==> src/freq_meter_cfg.svh <==
`ifndef FREQ_METER_CFG_SVH
`define FREQ_METER_CFG_SVH

// system clock rate in hertz.
`define FREQ_METER_CLOCK_HZ 1000000

// gate rate in hertz, the gate period is the clock rate over this rate.
`define FREQ_METER_GATE_HZ 10000

// width of the start and stop strobe windows in clock cycles.
`define FREQ_METER_STROBE_CYCLES 4

// width of an edge count.
`define FREQ_METER_COUNT_WIDTH 16

`endif
==> src/freq_meter_pkg.sv <==
`default_nettype none

`include "freq_meter_cfg.svh"

package freq_meter_pkg;

    typedef logic [`FREQ_METER_COUNT_WIDTH-1:0] count_t;   // rising edges in one gate.
    typedef logic [15:0] tick_t;                           // sequencer cycle position.
    typedef logic [15:0] index_t;                          // published measurement number.

    typedef enum logic
    {
        analyzer_idle,
        analyzer_counting
    } analyzer_state_e;

endpackage

`default_nettype wire

==> src/freq_meter_top.sv <==
`default_nettype none
`timescale 1ns/1ps

`include "freq_meter_cfg.svh"

module freq_meter_top
(
    input  logic clock,
    input  logic reset,
    input  logic enable,
    input  logic signal_in,
    output freq_meter_pkg::count_t result,
    output logic result_channel,
    output freq_meter_pkg::index_t result_index,
    output logic result_overflow,
    output logic result_valid
);

    logic run;
    logic edge_pulse;
    logic start_analyzer_0;
    logic stop_analyzer_0;
    logic start_analyzer_1;
    logic stop_analyzer_1;
    freq_meter_pkg::count_t count_0;
    freq_meter_pkg::count_t count_1;
    logic overflow_0;
    logic overflow_1;
    logic done_0;
    logic done_1;

    signal_conditioner conditioner_i
    (
        .clock(clock),
        .reset(reset),
        .signal_in(signal_in),
        .edge_pulse(edge_pulse)
    );

    frequency_analyzer_synch #
    (
        .CLOCK(`FREQ_METER_CLOCK_HZ),
        .FREQUENCY(`FREQ_METER_GATE_HZ),
        .SIGNAL_DELAY(`FREQ_METER_STROBE_CYCLES)
    )
    synch_i
    (
        .clock(clock),
        .reset(reset),
        .run(run),
        .start_analyzer_0(start_analyzer_0),
        .stop_analyzer_0(stop_analyzer_0),
        .start_analyzer_1(start_analyzer_1),
        .stop_analyzer_1(stop_analyzer_1)
    );

    frequency_analyzer #
    (
        .COUNT_WIDTH(`FREQ_METER_COUNT_WIDTH)
    )
    analyzer_0_i
    (
        .clock(clock),
        .reset(reset),
        .run(run),
        .start(start_analyzer_0),
        .stop(stop_analyzer_0),
        .edge_pulse(edge_pulse),
        .count(count_0),
        .overflow(overflow_0),
        .done(done_0)
    );

    frequency_analyzer #
    (
        .COUNT_WIDTH(`FREQ_METER_COUNT_WIDTH)
    )
    analyzer_1_i
    (
        .clock(clock),
        .reset(reset),
        .run(run),
        .start(start_analyzer_1),
        .stop(stop_analyzer_1),
        .edge_pulse(edge_pulse),
        .count(count_1),
        .overflow(overflow_1),
        .done(done_1)
    );

    measurement_control control_i
    (
        .clock(clock),
        .reset(reset),
        .enable(enable),
        .run(run),
        .done_0(done_0),
        .count_0(count_0),
        .overflow_0(overflow_0),
        .done_1(done_1),
        .count_1(count_1),
        .overflow_1(overflow_1),
        .result(result),
        .result_channel(result_channel),
        .result_index(result_index),
        .result_overflow(result_overflow),
        .result_valid(result_valid)
    );

endmodule

`default_nettype wire

==> src/measurement_control.sv <==
`default_nettype none
`timescale 1ns/1ps

module measurement_control
(
    input  logic clock,
    input  logic reset,
    input  logic enable,
    output logic run,
    input  logic done_0,
    input  freq_meter_pkg::count_t count_0,
    input  logic overflow_0,
    input  logic done_1,
    input  freq_meter_pkg::count_t count_1,
    input  logic overflow_1,
    output freq_meter_pkg::count_t result,
    output logic result_channel,
    output freq_meter_pkg::index_t result_index,
    output logic result_overflow,
    output logic result_valid
);

    logic primed;       // low until the short channel 0 gate has been dropped.
    logic publish_0;

    assign publish_0 = done_0 & primed;

    always_ff @(posedge clock)
    begin
        if (!reset)
        begin
            run <= 1'b0;
            primed <= 1'b0;
            result_index <= '0;
            result_valid <= 1'b0;
        end
        else
        begin
            run <= enable;
            result_valid <= publish_0 | done_1;
            if (done_0)
                primed <= 1'b1;
            if (enable && !run)
                primed <= 1'b0;                          // a new run starts with a short gate.
            if (publish_0 || done_1)
                result_index <= result_index + 1'b1;
        end
    end

    // the two stop levels never rise together, so at most one done per cycle.
    always_ff @(posedge clock)
    begin
        if (publish_0)
        begin
            result <= count_0;
            result_channel <= 1'b0;
            result_overflow <= overflow_0;
        end
        else if (done_1)
        begin
            result <= count_1;
            result_channel <= 1'b1;
            result_overflow <= overflow_1;
        end
    end

endmodule

`default_nettype wire

==> src/frequency_analyzer.sv <==
`default_nettype none
`timescale 1ns/1ps

`include "freq_meter_cfg.svh"

module frequency_analyzer #
(
    parameter integer COUNT_WIDTH = `FREQ_METER_COUNT_WIDTH
)
(
    input  logic clock,
    input  logic reset,
    input  logic run,
    input  logic start,
    input  logic stop,
    input  logic edge_pulse,
    output freq_meter_pkg::count_t count,
    output logic overflow,
    output logic done
);

    localparam logic [COUNT_WIDTH-1:0] COUNT_MAX = {COUNT_WIDTH{1'b1}};

    freq_meter_pkg::analyzer_state_e state;
    logic [COUNT_WIDTH-1:0] edge_count;
    logic edge_overflow;
    logic start_q;
    logic start_q2;
    logic stop_q;
    logic stop_q2;
    logic start_rise;
    logic stop_rise;

    assign start_rise = start_q & ~start_q2;
    assign stop_rise = stop_q & ~stop_q2;

    always_ff @(posedge clock)
    begin
        if (!reset)
        begin
            state <= freq_meter_pkg::analyzer_idle;
            start_q <= 1'b0;
            start_q2 <= 1'b0;
            stop_q <= 1'b0;
            stop_q2 <= 1'b0;
            edge_count <= '0;
            edge_overflow <= 1'b0;
            count <= '0;
            overflow <= 1'b0;
            done <= 1'b0;
        end
        else
        begin
            done <= 1'b0;
            if (run)
            begin
                start_q <= start;
                start_q2 <= start_q;
                stop_q <= stop;
                stop_q2 <= stop_q;
                case (state)
                    freq_meter_pkg::analyzer_idle:
                    begin
                        if (start_rise)
                        begin
                            edge_count <= '0;
                            edge_overflow <= 1'b0;
                            state <= freq_meter_pkg::analyzer_counting;
                        end
                    end
                    freq_meter_pkg::analyzer_counting:
                    begin
                        if (stop_rise)
                        begin
                            count <= freq_meter_pkg::count_t'(edge_count);
                            overflow <= edge_overflow;
                            done <= 1'b1;
                            state <= freq_meter_pkg::analyzer_idle;
                        end
                        else if (edge_pulse)
                        begin
                            if (edge_count == COUNT_MAX)
                                edge_overflow <= 1'b1;          // sticky until next gate.
                            else
                                edge_count <= edge_count + 1'b1;
                        end
                    end
                    default: state <= freq_meter_pkg::analyzer_idle;
                endcase
            end
        end
    end

endmodule

`default_nettype wire

==> src/signal_conditioner.sv <==
`default_nettype none
`timescale 1ns/1ps

module signal_conditioner
(
    input  logic clock,
    input  logic reset,
    input  logic signal_in,
    output logic edge_pulse
);

    logic [1:0] sync_ff;    // two-flop synchronizer.
    logic [1:0] history;    // two older samples.
    logic [2:0] samples;
    logic filtered;
    logic filtered_q;

    assign samples = {history, sync_ff[1]};

    // two of three samples must agree.
    assign filtered = (samples[0] & samples[1]) | (samples[1] & samples[2]) |
                      (samples[0] & samples[2]);

    always_ff @(posedge clock)
    begin
        if (!reset)
        begin
            sync_ff <= 2'b00;
            history <= 2'b00;
            filtered_q <= 1'b0;
            edge_pulse <= 1'b0;
        end
        else
        begin
            sync_ff <= {sync_ff[0], signal_in};
            history <= {history[0], sync_ff[1]};
            filtered_q <= filtered;
            edge_pulse <= filtered & ~filtered_q;   // one cycle per rising edge.
        end
    end

endmodule

`default_nettype wire

==> src/frequency_analyzer_synch.sv <==
`default_nettype none
`timescale 1ns/1ps

`include "freq_meter_cfg.svh"

module frequency_analyzer_synch #
(
    parameter integer CLOCK = `FREQ_METER_CLOCK_HZ,
    parameter integer FREQUENCY = `FREQ_METER_GATE_HZ,
    parameter integer SIGNAL_DELAY = `FREQ_METER_STROBE_CYCLES
)
(
    input  logic clock,
    input  logic reset,
    input  logic run,
    output logic start_analyzer_0,
    output logic stop_analyzer_0,
    output logic start_analyzer_1,
    output logic stop_analyzer_1
);

    localparam integer GATE_CYCLES = CLOCK / FREQUENCY;

    // boundaries of the alternating gate cycle.
    localparam freq_meter_pkg::tick_t DELAY_END = freq_meter_pkg::tick_t'(SIGNAL_DELAY);
    localparam freq_meter_pkg::tick_t HANDOVER_START = freq_meter_pkg::tick_t'(GATE_CYCLES);
    localparam freq_meter_pkg::tick_t HANDOVER_END =
        freq_meter_pkg::tick_t'(GATE_CYCLES + SIGNAL_DELAY);
    localparam freq_meter_pkg::tick_t RETURN_START = freq_meter_pkg::tick_t'(2 * GATE_CYCLES);
    localparam freq_meter_pkg::tick_t CYCLE_LAST =
        freq_meter_pkg::tick_t'(2 * GATE_CYCLES + SIGNAL_DELAY);

    freq_meter_pkg::tick_t tick;
    logic in_handover;
    logic in_return;

    assign in_handover = (tick >= HANDOVER_START) && (tick < HANDOVER_END);
    assign in_return = (tick >= RETURN_START);

    always_ff @(posedge clock)
    begin
        if (!reset)
        begin
            tick <= '0;
        end
        else if (run)
        begin
            if (tick >= CYCLE_LAST)
                tick <= '0;
            else
                tick <= tick + 1'b1;
        end
    end

    // strobes lag the counter by one cycle and freeze while paused.
    always_ff @(posedge clock)
    begin
        if (!reset)
        begin
            start_analyzer_0 <= 1'b0;
            stop_analyzer_0 <= 1'b0;
            start_analyzer_1 <= 1'b0;
            stop_analyzer_1 <= 1'b0;
        end
        else if (run)
        begin
            start_analyzer_0 <= (tick < DELAY_END) || in_return;   // spans the wrap.
            stop_analyzer_0 <= in_handover;
            start_analyzer_1 <= in_handover;
            stop_analyzer_1 <= in_return;
        end
    end

endmodule

`default_nettype wire

==> config.mk <==
export PLATFORM = sky130hd
export DESIGN_NAME = freq_meter_top
export DESIGN_NICKNAME = d
export VERILOG_FILES = /design/src/freq_meter_pkg.sv /design/src/freq_meter_top.sv /design/src/measurement_control.sv /design/src/frequency_analyzer.sv /design/src/signal_conditioner.sv /design/src/frequency_analyzer_synch.sv
export VERILOG_INCLUDE_DIRS = /design/src
export SDC_FILE = /design/constraint.sdc
export NUM_CORES = 1
export LEC_CHECK = 0
export BUFFER_PORTS_ARGS = -buffer_cell sky130_fd_sc_hd__buf_2
export CORE_ASPECT_RATIO = 1.75
export CORE_MARGIN = 10
export CORE_UTILIZATION = 45
export DETAILED_ROUTE_END_ITERATION = 8
export HOLD_SLACK_MARGIN = 0.15
export PLACE_DENSITY = 0.65
export SYNTH_ARGS = -nofsm -noshare
export SYNTH_HDL_FRONTEND = slang
export SYNTH_SLANG_ARGS = --single-unit
export TNS_END_PERCENT = 1
==> constraint.sdc <==
create_clock -name clock -period 2.1 [get_ports clock]
set_input_delay 0.21 -clock clock [delete_from_list [all_inputs] [get_ports clock]]
set_output_delay 0.21 -clock clock [all_outputs]
set_load 0.05 [all_outputs]
* Word-level counts from Yosys, hierarchy flattened
Index checks and enable logic that the tools add are counted.
** Word-level totals
- Register bits :: 140
- Latch bits :: 0
- Bits in writable memories :: 0
- Memory bits (read-only) :: 0
- Input bits :: 4
- Output and inout port bits :: 35
- Word-level logic and storage cells :: 119
- Memories :: 0
** Operators by class
- Add/subtract/negate cells :: 4
- Multipliers :: 0
- Divide/modulo/power cells :: 0
- $lt $le $gt $ge :: 5
- Equality and inequality tests :: 12
- Shift-type cells :: 0
- Muxes and demuxes :: 32
- Bitwise logic cells :: 18
- Reduce and logical (&&, ||, !) cells :: 15
** Operators with widths (count)
- $mux 16 :: 11
- $add 16x1->16 const B :: 4
- $pmux 16 s2 :: 2
- $eq 16x16->1 const B :: 2
- $ge 16x8->1 const B :: 2
- $reduce_and 5->1 :: 4
- $ge 16x7->1 const B :: 1
- $lt 16x3->1 const B :: 1
- $lt 16x7->1 const B :: 1
- $ne 2x2->1 const B :: 8
- $mux 1 :: 15
- $reduce_and 3->1 :: 4
- $and 1x1->1 :: 8
- $pmux 1 s2 :: 4
- $not 1->1 :: 7
- $ne 2x1->1 const B :: 2
- $or 1x1->1 :: 3
- $logic_and 1x1->1 :: 2
- $logic_or 1x1->1 :: 2
- $reduce_bool 2->1 :: 1
- $reduce_or 2->1 :: 1
- $logic_not 1->1 :: 1

* Longest topological paths before layout
- Depth in word-level cells :: 5
- Gate-level depth with buffers :: 7
- Depth with buffers taken out :: 6

* Hierarchy
Synthesis repeated with hierarchy kept, for this count alone.
** Second synthesis, totals
- Cells, all modules :: 715
- Area total of the unflattened synthesis :: 6602.6 sq um
** By module, submodules not included
- frequency_analyzer :: times used 2, cells each 237, area each 1979.4 sq um
- measurement_control :: times used 1, cells each 132, area each 1581.5 sq um
- frequency_analyzer_synch :: times used 1, cells each 96, area each 889.6 sq um
- signal_conditioner :: times used 1, cells each 13, area each 172.7 sq um

* Worst setup path before layout
OpenSTA, ideal clock, no wires.
- Path kind :: flip-flop to flip-flop
- From :: reg control_i.result_index[5]
- To :: reg control_i.result_index[11]
- Setup time :: 0.128 ns
- Data arrival time :: 1.783 ns
- Required time :: 1.972 ns
- Slack :: 0.189 ns
- Stages on the path, launching flop included :: 6
- Path buffers :: 0
- Period minus slack after synthesis :: 1.911 ns
- Cells stage by stage :: dfxtp_1 and4_1 nor4b_1 nand3_1 xor2_1 nor2_1
** Between the ends
- Word-level cells in the longest chain between the ends :: 1
** RTL lines
- from (decl) :: line measurement_control.sv:18 : output freq_meter_pkg::index_t result_index,
- from (signal assigned) :: line measurement_control.sv:46 : result_index <= result_index + 1'b1;
- $add 16x1->16 :: line measurement_control.sv:46
No other way between the ends.
A chain may end at the register's enable or synchronous reset.

* Final worst setup path
- From :: reg analyzer_1_i.edge_count[0]
- To :: reg analyzer_1_i.edge_count[11]
** Between the ends
- Word-level cells in the longest chain between the ends :: 5
- Elaborated cells between the ends (all ways) :: 8
- Classes of those cells :: add/sub: 1; eq/ne: 2; mux: 4; reduce/logical: 1
** RTL lines
- from (decl) :: line frequency_analyzer.sv:25 : logic [COUNT_WIDTH-1:0] edge_count;
- from (signal assigned) :: line frequency_analyzer.sv:85 : edge_count <= edge_count + 1'b1;
- $add 16x1->16 :: line frequency_analyzer.sv:85
- $mux 16 :: line frequency_analyzer.sv:82 : if (edge_count == COUNT_MAX)
- $mux 16 :: line frequency_analyzer.sv:80 : else if (edge_pulse)
- $mux 16 :: line frequency_analyzer.sv:73 : if (stop_rise)
- $pmux 16 s2 :: line frequency_analyzer.sv:61 : case (state)
Several ways; a longest one is shown, not always the timed one. The select of a mux whose other input is x is not followed.

==> results.md <==
* Layout cells sized above 1 at 0.184
* Setup Viol. Count Final at 0
* Reg2Reg Depth at 7
* Fillers at 1165
* NetSw at 1.17 mW
* CP delay by family, top: compound AO/OA/AOI/OAI gates
* Hold EP: conditioner_i.edge_pulse
* RR Endpoint: analyzer_1_i.edge_count[11]
* Routed wire length at 13500 um
* DRT Pass-1 Iters at 5
* Most frequent cells in the layout: 123 x dfxtp_1, 79 x nand2_1, 56 x nor2_1
* Worst-path maximum fanout at 7
* Ys flop type: dfxtp_1
* Chip Width at 106 um
* Critical-path top delay cell: a311oi_2
* Routed Antenna Nets at 0
* Critical path endpoint category: register
* Worst hold slack at 0.384 ns
* Final min period at 1.95 ns
* Slew headroom at 0.474
* GRT Total Usage at 0.152
* Cell variety after synth at 67
* Layout Nets at 675
* Fraction of the cycle the final worst path needs at 0.928
* Final non-filler cell total at 847
* Syn. warnings at 0
* CTS tree: built
* Synthesis-to-layout area growth at 18.8%
* Post-synth EDFFs at 17
* Adder-Cell Fraction of Synth Area at 0.0108
* Max-slew violation count at 0
* Crit path arrival time at 2.28 ns
* Lkg Pwr at 2.57 nW
* Synth async-reset ratio at 0
* Post-Synth XOR/XNOR Area at 0.0303
* Fin. Hold Viols at 0
* Commonest non-fill, non-tap cell in the layout: dfxtp_1
* Post-synthesis sequential area ratio at 0.514
* CP Cell Sequence: ha_1, nand3_1, nor2_2, buf_4, a311oi_2, a41oi_1, a31oi_1
* Pin count of the biggest net entering global routing at 32
* Crit path largest cell delay at 0.57 ns
* GR Overflow Total at 0
* Area of the die at 18000 um2
* Mapped cell area at 5790 um2
* Avg Cell Area, Syn at 9.47 um2
* Worst-Margin Slew at 0.788 ns
* Buf/Inv on CP at 1
* Final instance area at 6870 um2
* Synth Register Bits at 140
* Worst min-delay path class: reg2reg
* I/O Pins at 39
* DP HPWL at 9960 um
* Final worst-path setup slack at 0.151 ns
* Sum Neg Setup Slack at 0 ns
* Outcome: finished, final reports clean
* Buffers on Ports at 38
* Post-Syn Instances at 611
* Clock root cell: clkbuf_16
* Main combinational cell family by area after synthesis: simple AND/OR/NAND/NOR gates
* Setup WS pre-CTS at 0.162 ns
* Worst vdd ir at 0.580 mV
* Pint at 4.76 mW
* Core area at 12600 um2
* Clk sinks at 140
* DR iter-0 viols at 190
* Syn Nets at 620
* CTS buffer count at 17
* Sw frac at 0.197
* Pwr Total at 5.93 mW
* Die height at 170 um
* Hold path startpoint: conditioner_i.filtered_q
* Row cnt at 54
* Data required, critical path at 2.44 ns
* Hold Path Stages at 1
* Synth Area in Compound Gates at 0.161
* Number of max-cap violations at 0
* DR vias/cell at 5.58
* Sequential Power Share at 0.460
* RR Startpoint: analyzer_1_i.edge_count[0]
* Pwr Density at 863 nW/um2
* H-tree depth at 4
* Clock power frac at 0.521
* Drt wl/cell at 16.0 um
* Skew final at 0.00841 ns
* Antenna violations before repair at 0
* Combinational power share at 0.019
* First-pass GRT wire length at 22500 um
* RSZ-0062 raised after global routing: no
* Fmax at 0.513 GHz
* Placed Area at 6210 um2
* Post-synthesis simple-gate area fraction at 0.209
* Diode count at 0
* Final design utilization at 0.547
* Starting Density at 0.460
* Flop-to-flop setup slack at 0.15 ns
* CTS clk-pin slew, worst paths at 0.06 ns
* Drc violations at 0
* Clk_lat worst skew at 0.41 ns
* Cells after DPL at 811
* Vias in the first global route at 4568
* Vias at 4730
* CP startpoint kind: register
* Gpl congestion at 0.895
* Clk buf depth at 2
* Mux contribution to synthesized area at 0.0452
* CP Class: reg2reg
## worst max path at each step
stage / startpoint / to / slack, ns / cells past startpoint
2_1_floorplan: control_i.result_index[5] / control_i.result_index[11] / 0.19 / 5
3_3_place_gp: analyzer_0_i.edge_count[0] / analyzer_0_i.edge_count[14] / 0.24 / 6
3_5_place_dp: analyzer_0_i.edge_count[0] / analyzer_0_i.edge_count[12] / 0.16 / 6
4_1_cts: analyzer_0_i.edge_count[0] / analyzer_0_i.edge_count[12] / 0.14 / 6
5_1_grt: analyzer_1_i.edge_count[8] / analyzer_1_i.edge_count[2] / 0.01 / 5
6_report: analyzer_1_i.edge_count[0] / analyzer_1_i.edge_count[11] / 0.15 / 7
## flip-flops by register name, summed over array words and instances, names as in the netlist, 2 cells and up
register / count
analyzer_0_i.count: 16
analyzer_0_i.edge_count: 16
analyzer_1_i.count: 16
analyzer_1_i.edge_count: 16
control_i.result: 16
control_i.result_index: 16
synch_i.tick: 16
conditioner_i.history: 2
conditioner_i.sync_ff: 2
## area by class of cell
type,count,area (um2),area share
sequential,140,2970,0.433
multi-input combinational,434,2650,0.385
clock buffer,19,443,0.0644
timing repair buffer,63,388,0.0564
tap,168,210,0.0306
clock inverter,13,173,0.0251
inverter,10,37.5,0.00546
## metal layers
layer / up-vias / share of wire / track usage
met5: - / 0 / 0
li1: 2330 / - / -
met2: 126 / 0.53 / 0.273
met1: 2240 / 0.39 / 0.157
met4: 0 / 0.039 / 0.0863
met3: 34 / 0.046 / 0.0390
## worst register-to-register path: cells and delay by family (launching register included)
kind                     cells  cell delay (ns)
AO/OA/AOI/OAI                3             0.94
adder cells (fa/ha/maj)      1             0.24
buffers and inverters        1             0.16
flip-flops                   1             0.34
AND/OR/NAND/NOR              2             0.19
## power by group through the flow
stage          registers [mW]  clock network (mW)  logic [mW]
3_3_place_gp             2.78                   0       0.106
2_1_floorplan            2.79                   0      0.0757
3_5_place_dp             2.78                   0       0.108
6_report                 2.73                3.09       0.114
4_1_cts                  2.73                3.13       0.115
5_1_grt                  2.73                3.25       0.126
## cell families (layout without fill, tap and decap cells)
group,Yosys count,after routing
AOI/OAI and AO/OA,140,140
xor gates and xnor gates,20,20
adders and majority gates,5,5
buffers and inverters,37,105
DFF,140,140
muxes,24,24
and+or+nand+nor,245,245
## timing repair
action,4_1_cts,5_1_grt
hold buffers,4,0
resized for setup,0,1
hold endpoints to repair,7,0
endpoints found under the setup margin,0,4
setup buffers,0,0
## synthesized netlist by cell type, types with 2 or more instances
cell type | count | share of area
mux2i_1 | 7 | 0.012
nor4_1 | 5 | 0.0054
nand2b_1 | 3 | 0.0032
o21ai_0 | 17 | 0.015
a211o_1 | 2 | 0.0030
buf_1 | 3 | 0.0019
nor3_1 | 18 | 0.016
buf_2 | 3 | 0.0026
a22o_1 | 18 | 0.027
nand3_1 | 24 | 0.021
a211oi_1 | 2 | 0.0026
clkbuf_1 | 17 | 0.011
edfxtp_1 | 17 | 0.088
nand4_1 | 14 | 0.015
a31oi_1 | 21 | 0.023
nor3_2 | 2 | 0.0035
or3_1 | 5 | 0.0054
a21oi_1 | 46 | 0.040
nor2_1 | 56 | 0.036
a41oi_1 | 5 | 0.0076
o21a_1 | 2 | 0.0026
a21o_1 | 5 | 0.0065
o31ai_1 | 4 | 0.0052
mux2_2 | 17 | 0.033
nand2_1 | 79 | 0.051
xor2_1 | 16 | 0.024
and2_1 | 8 | 0.0087
and3_1 | 12 | 0.013
inv_1 | 9 | 0.0058
dfxtp_1 | 123 | 0.43
ha_1 | 5 | 0.011
buf_6 | 4 | 0.0078
o211ai_1 | 2 | 0.0026
xnor2_1 | 4 | 0.0061
and4_1 | 4 | 0.0061
Note: power is estimated with default switching activity, not from simulation.
